`src/common/lsu_pkg.sv`:
```
package lsu_pkg;

    // accumulator and scratch buffer geometry
    localparam int acc_rows = 16;
    localparam int row_bytes = 16;
    localparam int ram_depth = 256;

    // row or column index inside the accumulator
    typedef logic [3:0] row_idx_t;

    // scratch buffer word address
    typedef logic [7:0] ram_addr_t;

    // one int8 accumulator row, also one buffer word
    typedef logic [8*row_bytes-1:0] row_word_t;

    // whole accumulator, row 0 in the low slice
    typedef logic [acc_rows-1:0][8*row_bytes-1:0] acc_rows_t;

    // store target
    typedef enum logic {
        op_st_iram = 1'b0,
        op_st_wram = 1'b1
    } lsu_op_e;

    // store engine states
    typedef enum logic {
        st_idle = 1'b0,
        st_run  = 1'b1
    } store_state_e;

endpackage
```
`src/design/lsu_instr_ctrl.sv`:
```
module lsu_instr_ctrl (
    input  logic                 clk,
    input  logic                 reset,

    // instruction from the decoder
    input  logic                 instr_vld,
    input  lsu_pkg::lsu_op_e     instr_op,
    input  lsu_pkg::row_idx_t    start_x,
    input  lsu_pkg::row_idx_t    start_y,
    input  lsu_pkg::row_idx_t    elem_cnt,
    input  lsu_pkg::row_idx_t    row_cnt,
    input  lsu_pkg::ram_addr_t   st_addr,

    // end of store from the engine
    input  logic                 done,

    output logic                 instr_rdy,
    output logic                 start,

    // payload held for the whole store
    output lsu_pkg::lsu_op_e     op_q,
    output lsu_pkg::row_idx_t    x_q,
    output lsu_pkg::row_idx_t    y_q,
    output lsu_pkg::row_idx_t    elem_q,
    output lsu_pkg::row_idx_t    rows_q,
    output lsu_pkg::ram_addr_t   addr_q
);

    logic busy;
    logic accept;

    // done reopens the port in the cycle of the last write
    assign instr_rdy = ~busy | done;
    assign accept = instr_vld & instr_rdy;

    always_ff @(posedge clk) begin
        if (reset) begin
            busy <= 1'b0;
            start <= 1'b0;
        end else begin
            // a new accept on the done edge keeps busy set
            if (accept) begin
                busy <= 1'b1;
            end else if (done) begin
                busy <= 1'b0;
            end
            start <= accept;
        end
    end

    // capture the instruction fields on acceptance
    always_ff @(posedge clk) begin
        if (accept) begin
            op_q <= instr_op;
            x_q <= start_x;
            y_q <= start_y;
            elem_q <= elem_cnt;
            rows_q <= row_cnt;
            addr_q <= st_addr;
        end
    end

endmodule

```
`config.mk`:
```
export PLATFORM = sky130hd
export DESIGN_NAME = lsu_instr_ctrl
export DESIGN_NICKNAME = d
export VERILOG_FILES = /design/src/common/lsu_pkg.sv /design/src/design/lsu_instr_ctrl.sv
export SDC_FILE = /design/constraint.sdc
export NUM_CORES = 1
export LEC_CHECK = 0
export BUFFER_PORTS_ARGS = -buffer_cell sky130_fd_sc_hd__buf_4
export CAP_MARGIN = 40
export CORE_MARGIN = 2
export CORE_UTILIZATION = 42
export CTS_CLUSTER_SIZE = 24
export DETAILED_ROUTE_END_ITERATION = 8
export GPL_ROUTABILITY_DRIVEN = 0
export PLACE_DENSITY_LB_ADDON = 0.25
export SETUP_SLACK_MARGIN = 0.05
export SLEW_MARGIN = 20
export SYNTH_ARGS = -nofsm -noshare
export SYNTH_HDL_FRONTEND = slang
export SYNTH_SLANG_ARGS = --single-unit
```
`constraint.sdc`:
```
create_clock -name clk -period 3.7 [get_ports clk]
set_input_delay 0.185 -clock clk [delete_from_list [all_inputs] [get_ports clk]]
set_output_delay 0.185 -clock clk [all_outputs]
set_load 0.02 [all_outputs]
```
# [Word-level counts from Yosys, hierarchy flattened]
# Cells that the tools add are included.
[word_totals] output_inout_bits=27 word_cells=14 inputBits=29 ff_bits=27
[classes] bitwise_logic=3 muxes=2 reduce_logical=1
[ops] op="1-bit 2-to-1 mux" count=2
[ops] op="2-bit nonzero test" count=1
[ops] op="1-bit AND" count=1
[ops] op="1-bit inverter" count=1
[ops] op="1-bit bitwise OR" count=1

# [Logic depth before layout (Yosys ltp)]
# Gate-level depths: netlist of the first run.
[depth] word_depth=4 depth_mapped=2

# [Least setup slack after synthesis of the first run]
# OpenSTA, ideal clock, no wires.
[synth_timing] kind="flip-flop to flip-flop" from="register busy" to="register addr_q[0] (enable)" t_arrival_ps=1076 setup_ps=384 period_less_slack_ps=1460 path_stages_with_launch=3 slack_ps=2240 cell_sequence="dfxtp_1 > nand2b_4 > and2_1"
[synth_via] elab_chain_len=3
[synth_lines] element="from (decl)" line_no="lsu_instr_ctrl.sv:29" source="logic busy;"
[synth_lines] element="from (signal assigned)" line_no="lsu_instr_ctrl.sv:38" source="busy <= 1'b0;"
[synth_lines] element="from (signal assigned)" line_no="lsu_instr_ctrl.sv:43" source="busy <= 1'b1;"
[synth_lines] element="from (signal assigned)" line_no="lsu_instr_ctrl.sv:45" source="busy <= 1'b0;"
[synth_lines] element="1-bit inverter" line_no="lsu_instr_ctrl.sv:33" source="assign instr_rdy = ~busy | done;"
[synth_lines] element="1-bit bitwise OR" line_no="lsu_instr_ctrl.sv:33"
[synth_lines] element="via instr_rdy" line_no="lsu_instr_ctrl.sv:17" source="output logic instr_rdy,"
[synth_lines] element="1-bit AND" line_no="lsu_instr_ctrl.sv:34" source="assign accept = instr_vld & instr_rdy;"
[synth_lines] element="via accept" line_no="lsu_instr_ctrl.sv:30" source="logic accept;"
[synth_lines] element="to (signal assigned)" line_no="lsu_instr_ctrl.sv:59" source="addr_q <= st_addr;"
[synth_lines] element="to (decl)" line_no="lsu_instr_ctrl.sv:26" source="output lsu_pkg::ram_addr_t addr_q"
# The timed path passes the listed nets, and every way through them passes these cells.
# A chain may end at the register's enable or synchronous reset.

# [Worst setup path after layout of the first run]
[layout_timing] from="register busy" to="register x_q[1] (enable)"
[layout_via] elab_chain_len=3
[layout_lines] element="1-bit inverter" line_no="lsu_instr_ctrl.sv:33"
[layout_lines] element="1-bit bitwise OR" line_no="lsu_instr_ctrl.sv:33"
[layout_lines] element="1-bit AND" line_no="lsu_instr_ctrl.sv:34"
[layout_lines] element="via accept" line_no="lsu_instr_ctrl.sv:30"
[layout_lines] element="to (signal assigned)" line_no="lsu_instr_ctrl.sv:55" source="x_q <= start_x;"
[layout_lines] element="to (decl)" line_no="lsu_instr_ctrl.sv:22" source="output lsu_pkg::row_idx_t x_q,"
# The timed path passes the listed nets, and every way through them passes these cells.

==> results of run 1 <==
## flip-flops by register name (all words and copies together) (netlist names)
name,count
addr_q,8
elem_q,4
rows_q,4
x_q,4
y_q,4
busy,1
op_q,1
start,1
## worst paths after layout
kind	start	to	slack (ns)
setup / recovery	busy	x_q[1]	2.26
hold / removal	reset	busy	0.03
setup reg to reg	busy	x_q[1]	2.26
hold reg to reg	busy	busy	0.51
## cells in the mapped netlist, drive strengths merged
master	n
a21oi	1
dfxtp	2
inv	1
nor3b	1
nand2b	1
edfxtp	25
and2	1
## layout make-up
type	instances	share of cell area, %
Sequential cell	27	59.9
Timing Repair Buffer	56	32.4
Clock buffer	4	1.99
Tap cell	27	2.56
Multi-Input combinational cell	4	2.84
Inverter	1	0.284
## report_power, final
| part | internal, W | switching, W | leakage [nW] |
|---|---|---|---|
| logic | 0.0000421 | 0.0000389 | 0.292 |
| clock network | 0.0000420 | 0.0000760 | 0.0150 |
| registers | 0.000354 | 0.00000459 | 0.259 |
| total | 0.000438 | 0.000120 | 0.565 |
## metrics by stage
step | cell area (sq um) | instances | total power, W
after global placement | 1280 | 114 | 0.000444
after global routing | 1320 | 119 | 0.000576
final | 1320 | 119 | 0.000558
after floorplan | 832 | 32 | 0.000396
after CTS | 1320 | 119 | 0.000563
after detailed placement | 1290 | 115 | 0.000448
## per-layer routing
layer	track usage, %	up-vias
met3	2.78	2
met1	11.9	221
met5	0	-
met2	26.4	26
li1	-	243
met4	5.71	0
## worst max-delay path: stages (launching register included)
cell and delay, ns:
dfxtp_1 0.35, nand2b_4 0.08, and2_1 0.50, buf_8 0.23
## kinds of logic after synthesis
family / share of synthesized area, %
flip-flops: 95.0
AND/OR/NAND/NOR: 3.91
AO/OA/AOI/OAI: 0.601
buffers and inverters: 0.451
==> key figures, run 1 <==
Outcome
  • Status: completed

Floorplan
  • Core area: 0.00192 sq mm
  • FP Rows: 16
  • # IOs: between 50 and 60
  • Die footprint: 0.00235 sq mm
  • Initial core utilization: 43.3%
  • Die width: slightly below 50 um
  • Die Height: 48.5 um

GRT
  • Initial antenna violation count: 0
  • Vias in the first global route: 512
  • Largest net degree at the start of global routing: 15
  • Total gr overflow: 0
  • Total track usage: 12.9%
  • Global-route wire length before repair: 2.27 mm

Timing
  • Final Cycle Share: 38.9%
  • Min Hold Slack: 0.0277 ns
  • Fin. Hold Viols: 0
  • Final setup fails: 0
  • Final worst slack: 2.26 ns
  • RSZ-0062 raised after global routing: false
  • Setup TNS: 0 ns
  • Clock skew: 0.00487 ns
  • Actual slew at the worst max-slew pin: 0.592 ns
  • Slew HR: 60.6%
  • Peak Freq: 694 MHz
  • Max-slew violation count: 0
  • Clock period minus worst slack: 1.44 ns

Cells and area
  • Commonest non-fill, non-tap cell in the layout: buf_4
  • Share of post-route cells with drive strength above 1: 66.3%
  • Final nets: 122
  • Syn-to-layout area delta: 58.6%
  • Fin util: 68.7%
  • Fill cell count: ~150
  • Commonest non-fill, non-tap cells in the layout: buf_4 (55), edfxtp_1 (25), clkbuf_4 (3), dfxtp_1 (2)
  • Area occupied by multi-input gates: 37.5 sq um
  • Register area: about 790 sq um
  • Diode count: 0

Worst setup path
  • R2R depth: 3
  • Startpoint class of the critical path: flip-flop
  • Crit. End Element: flip-flop
  • CP Max Fanout: 13
  • WP data required: 3.73 ns
  • Arrival time worst endpoint: between 1 and 1.5 ns
  • Kind of critical path: flip-flop to flip-flop

Routing
  • Met2 WL: 855 um
  • Routed Antenna Nets: 0
  • Initial DRT Pass Iterations: 1
  • Via Count: 492
  • Initial DRC count: 0
  • Max layer used: met4
  • Routed wl met3: 105 um
  • Avg Vias per Cell: 4.13
  • DRT met1 WL: around 450 um
  • DR WL/cell: 11.9 um
  • DR DRC count: 0
  • Total wire length: 1.42 mm

Yosys
  • Syn nets: 61
  • Syn Inst Count: 32
  • Synthesis-stage register bit count: 27
  • Top-area cell type share of the netlist area: 90.2%
  • Seq/Total Area, Yosys: 95.0%
  • Synth area leaders: edfxtp_1 (90%), dfxtp_1 (4.8%), nand2b_4 (1.7%)
  • Post-synth cell types: 7
  • Post-Syn Area per Cell: 26.0 sq um
  • Cell area after synthesis: 832 sq um
  • Leading area contributor after synthesis: edfxtp_1
  • Warnings from Yosys: 0

Clock tree
  • H-tree depth: 1
  • TritonCTS buffer count: 3
  • Root buffer cell: clkbuf_4
  • Worst skew pair latency: 0.31 ns
  • Post-CTS setup buffer count: 0
  • Clk sinks: 27
  • Clk slew on worst S/H paths: 0.13 ns
  • CTS resizes: 0
  • CTS tree: done
  • Cts hold-fix bufs: 0
  • Clock Path Buffers: 2

Hold path
  • Tightest Hold Check Type: input pin to flip-flop
  • Hold depth: 2

Run
  • Max Cap Violations: 0

Pwr
  • Worst IR Drop VDD: 0.000297 V
  • Power per cell area: 422 mW/mm^2
  • Leak: roughly 0.57 nW

Placement
  • Port Buffers: 55
  • Place WS: about 2.2 ns
No activity file was read; power rests on OpenSTA's default activity.
==> run 2: changes to the inputs <==
--- a/config.mk
+++ b/config.mk
@@ -5,10 +5,11 @@
 export SDC_FILE = /design/constraint.sdc
 export NUM_CORES = 1
 export LEC_CHECK = 0
+export ABC_AREA = 1
 export BUFFER_PORTS_ARGS = -buffer_cell sky130_fd_sc_hd__buf_4
 export CAP_MARGIN = 40
 export CORE_MARGIN = 2
-export CORE_UTILIZATION = 42
+export CORE_UTILIZATION = 35
 export CTS_CLUSTER_SIZE = 24
 export DETAILED_ROUTE_END_ITERATION = 8
 export GPL_ROUTABILITY_DRIVEN = 0
==> constraint.sdc (replaced) <==
create_clock -name clk -period 1.15 [get_ports clk]
set_input_delay 0.0575 -clock clk [delete_from_list [all_inputs] [get_ports clk]]
set_output_delay 0.0575 -clock clk [all_outputs]
set_load 0.02 [all_outputs]
==> key figures, run 2 <==
Pwr
  • Power per cell area: 1160 mW/mm^2 (+170%)
  • Clk pwr share: 19.6% (-1.6 points)
  • Worst IR Drop VDD: 0.000897 V (+200%)
  • Total net switching power: 0.000392 W (+230%)
  • Combinational Power Share: 18.5% (+4.0 points)
  • Sw Ratio: 21.0% (-0.45 points)
  • Share of power burned in registers: 61.9% (-2.4 points)
  • Design internal power: 0.00147 W (+240%)
  • Leak: 0.693 nW (+23%)

Placement
  • Place WS: 0.156 ns (-2.09 ns)
  • Port Buffers: 55 (unchanged)

Clock tree
  • Clk sinks: 27 (unchanged)
  • Clock Path Buffers: 2 (unchanged)
  • CTS tree: done
  • TritonCTS buffer count: 3 (unchanged)
  • Worst skew pair latency: 0.30 ns (about the same)
  • Clk slew on worst S/H paths: 0.12 ns (about the same)
  • Root buffer cell: clkbuf_4
  • H-tree depth: 1 (unchanged)
  • Post-CTS setup buffer count: 0 (unchanged)

Yosys
  • Top-area cell type share of the netlist area: 90.9% (+0.68 points)
  • Seq/Total Area, Yosys: 95.8% (+0.72 points)
  • Async S/R FF share, synth: 0% (unchanged)
  • Leading area contributor after synthesis: edfxtp_1
  • EDFF count, synth: 25 (unchanged)
  • Syn Inst Count: 34 (+6.3%)
  • Top FF cell, synth: edfxtp_1
  • Syn nets: 63 (+3.3%)
  • Synthesis-stage register bit count: 27 (unchanged)
  • Post-Syn Area per Cell: 24.3 sq um (-6.6%)
  • Synth area leaders: edfxtp_1 (91%), dfxtp_1 (4.8%), nand2_2 (1.5%)
  • Post-synth top cells: edfxtp_1 (25), inv_1 (3), dfxtp_1 (2), nand2_2 (2)
  • Warnings from Yosys: 0 (unchanged)
  • Top-count cell post-synth: edfxtp_1
  • Post-synth cell types: 6 (-1)
  • Cell area after synthesis: 826 sq um (-0.75%)

Routing
  • Total wire length: 1.69 mm (+19%)
  • Via Count: 594 (+21%)
  • Routed Antenna Nets: 0 (unchanged)
  • DR DRC count: 0 (unchanged)
  • DR WL/cell: 11.3 um (-5.2%)
  • Initial DRC count: 2 (+2)
  • Initial DRT Pass Iterations: 6 (+5)
  • Avg Vias per Cell: 3.96 (-4.2%)

Timing
  • Final setup fails: 0 (unchanged)
  • Actual slew at the worst max-slew pin: 0.122 ns (-0.470 ns)
  • Clock period minus worst slack: 1.01 ns
  • Final Cycle Share: 87.9%
  • Max-slew violation count: 0 (unchanged)
  • Slew HR: 91.9% (+31 points)
  • Setup TNS: 0 ns (unchanged)
  • Peak Freq: 989 MHz
  • Final worst slack: 0.139 ns (-2.12 ns)
  • Clock skew: 0.00210 ns (-0.00277 ns)
  • RSZ-0062 raised after global routing: false
  • Min Hold Slack: 0.0354 ns (+0.00772 ns)
  • Fin. Hold Viols: 0 (unchanged)

Floorplan
  • Die footprint: 0.00276 sq mm (+17%)
  • # IOs: 56 (unchanged)
  • Core area: 0.00221 sq mm (+15%)
  • Die width: 52.6 um (+8.4%)
  • FP Rows: 17 (+1)
  • Initial core utilization: 37.3% (-6.0 points)
  • Die Height: 52.6 um (+8.4%)

Cells and area
  • Fin util: 72.9% (+4.2 points)
  • Share of post-route cells with drive strength above 1: 53.3% (-13 points)
  • Fill cell count: 151 (-1.3%)
  • Diode count: 0 (unchanged)
  • Largest Register: addr_q
  • Syn-to-layout area delta: 95.3%
  • Commonest non-fill, non-tap cell in the layout: buf_4
  • Final nets: 152 (+25%)
  • Commonest non-fill, non-tap cells in the layout: buf_4 (56), dlygate4sd3_1 (27), edfxtp_1 (25), clkbuf_4 (3)
  • Largest register FFs: 8 (unchanged)

GRT
  • Total track usage: 13.0% (+0.039 points)
  • Vias in the first global route: 582 (+14%)
  • Initial antenna violation count: 0 (unchanged)
  • Largest net degree at the start of global routing: 17 (+2)
  • Global-route wire length before repair: 2.46 mm (+8.2%)
  • Total gr overflow: 0 (unchanged)

Hold path
  • Hold depth: 4 (+2)
  • Tightest Hold Check Type: input pin to flip-flop

Worst setup path
  • Startpoint class of the critical path: input pin
  • Cells along the critical path: dlygate4sd3_1, buf_4, nand2_4, clkinvlp_4, buf_4
  • R2R depth: 4 (+1)
  • Worst path slowest cell: dlygate4sd3_1
  • WP data required: 1.22 ns (-2.51 ns)
  • CP Max Fanout: 9 (-4)
  • Max stage delay on crit path: 0.53 ns (+0.03 ns)
  • Most used cell, CP: buf_4
  • R2R Setup Slk: 0.14 ns (-2.12 ns)
  • Arrival time worst endpoint: 1.09 ns (-0.38 ns)
  • Kind of critical path: input pin to flip-flop
  • Crit. End Element: flip-flop

Outcome
  • Status: completed

Run
  • Max Cap Violations: 0 (unchanged)
## run 2: changes by cell type after synthesis
cell | before | now
nand2b_4 | 1 | 0
nor2_2 | 0 | 1
and2_1 | 1 | 0
nor3b_2 | 1 | 0
nand2_2 | 0 | 2
inv_1 | 1 | 3
## run 2: worst max-delay path: cells and delay by family
kind	cells	cell delay, ns
buffers and inverters	4	0.95
and+or+nand+nor	1	0.07
## run 2: cell families after synthesis
logic type,synth area share (%)
compound gates,0.605
flops,95.8
buf+inv,1.36
simple gates,2.27
## run 2: metrics by stage
| stage | area, sq um | std cells | total power (W) |
|---|---|---|---|
| floorplan | 841 | 34 | 0.00128 |
| global placement | 1320 | 119 | 0.00145 |
| detailed placement | 1320 | 119 | 0.00145 |
| CTS | 1610 | 150 | 0.00190 |
| global route | 1610 | 150 | 0.00196 |
| finish | 1610 | 150 | 0.00187 |
## run 2: path summary, 6_finish.rpt
path / startpoint / end
worst max-delay path: instr_vld / op_q
worst min-delay path: done / busy
worst max register to register: busy / op_q
worst min register to register: busy / busy
## run 2: metal layers
| metal | vias to the layer above | track usage (%) | part of all wire, % |
|---|---|---|---|
| met5 | - | 0 | 0 |
| met4 | 0 | 6.41 | 0.59 |
| met3 | 2 | 4.00 | 8.5 |
| met2 | 32 | 23.8 | 54 |
| met1 | 260 | 13.0 | 37 |
| li1 | 300 | - | - |
## run 2: layout make-up
class                      instances  area, sq um  area share [%]
inverter                           3         15.0           0.931
multi-input combinational          4         33.8            2.09
tap                               28         35.0            2.17
clock buffer                       4         26.3            1.63
sequential                        27          792            49.1
timing repair buffer              84          711            44.1
## run 2: what timing repair did
| action | in CTS | in global routing |
|---|---|---|
| gates resized for setup | 0 | 0 |
| hold endpoints to repair | 27 | 0 |
| hold buffers | 27 | 0 |
## run 2: power by group through the flow
stage | clock (W) | combinational [W] | sequential (W)
global route | 0.000435 | 0.000367 | 0.00116
detailed placement | 0 | 0.000275 | 0.00118
floorplan | 0 | 0.0000304 | 0.00125
global placement | 0 | 0.000272 | 0.00118
finish | 0.000366 | 0.000346 | 0.00115
CTS | 0.000394 | 0.000347 | 0.00115
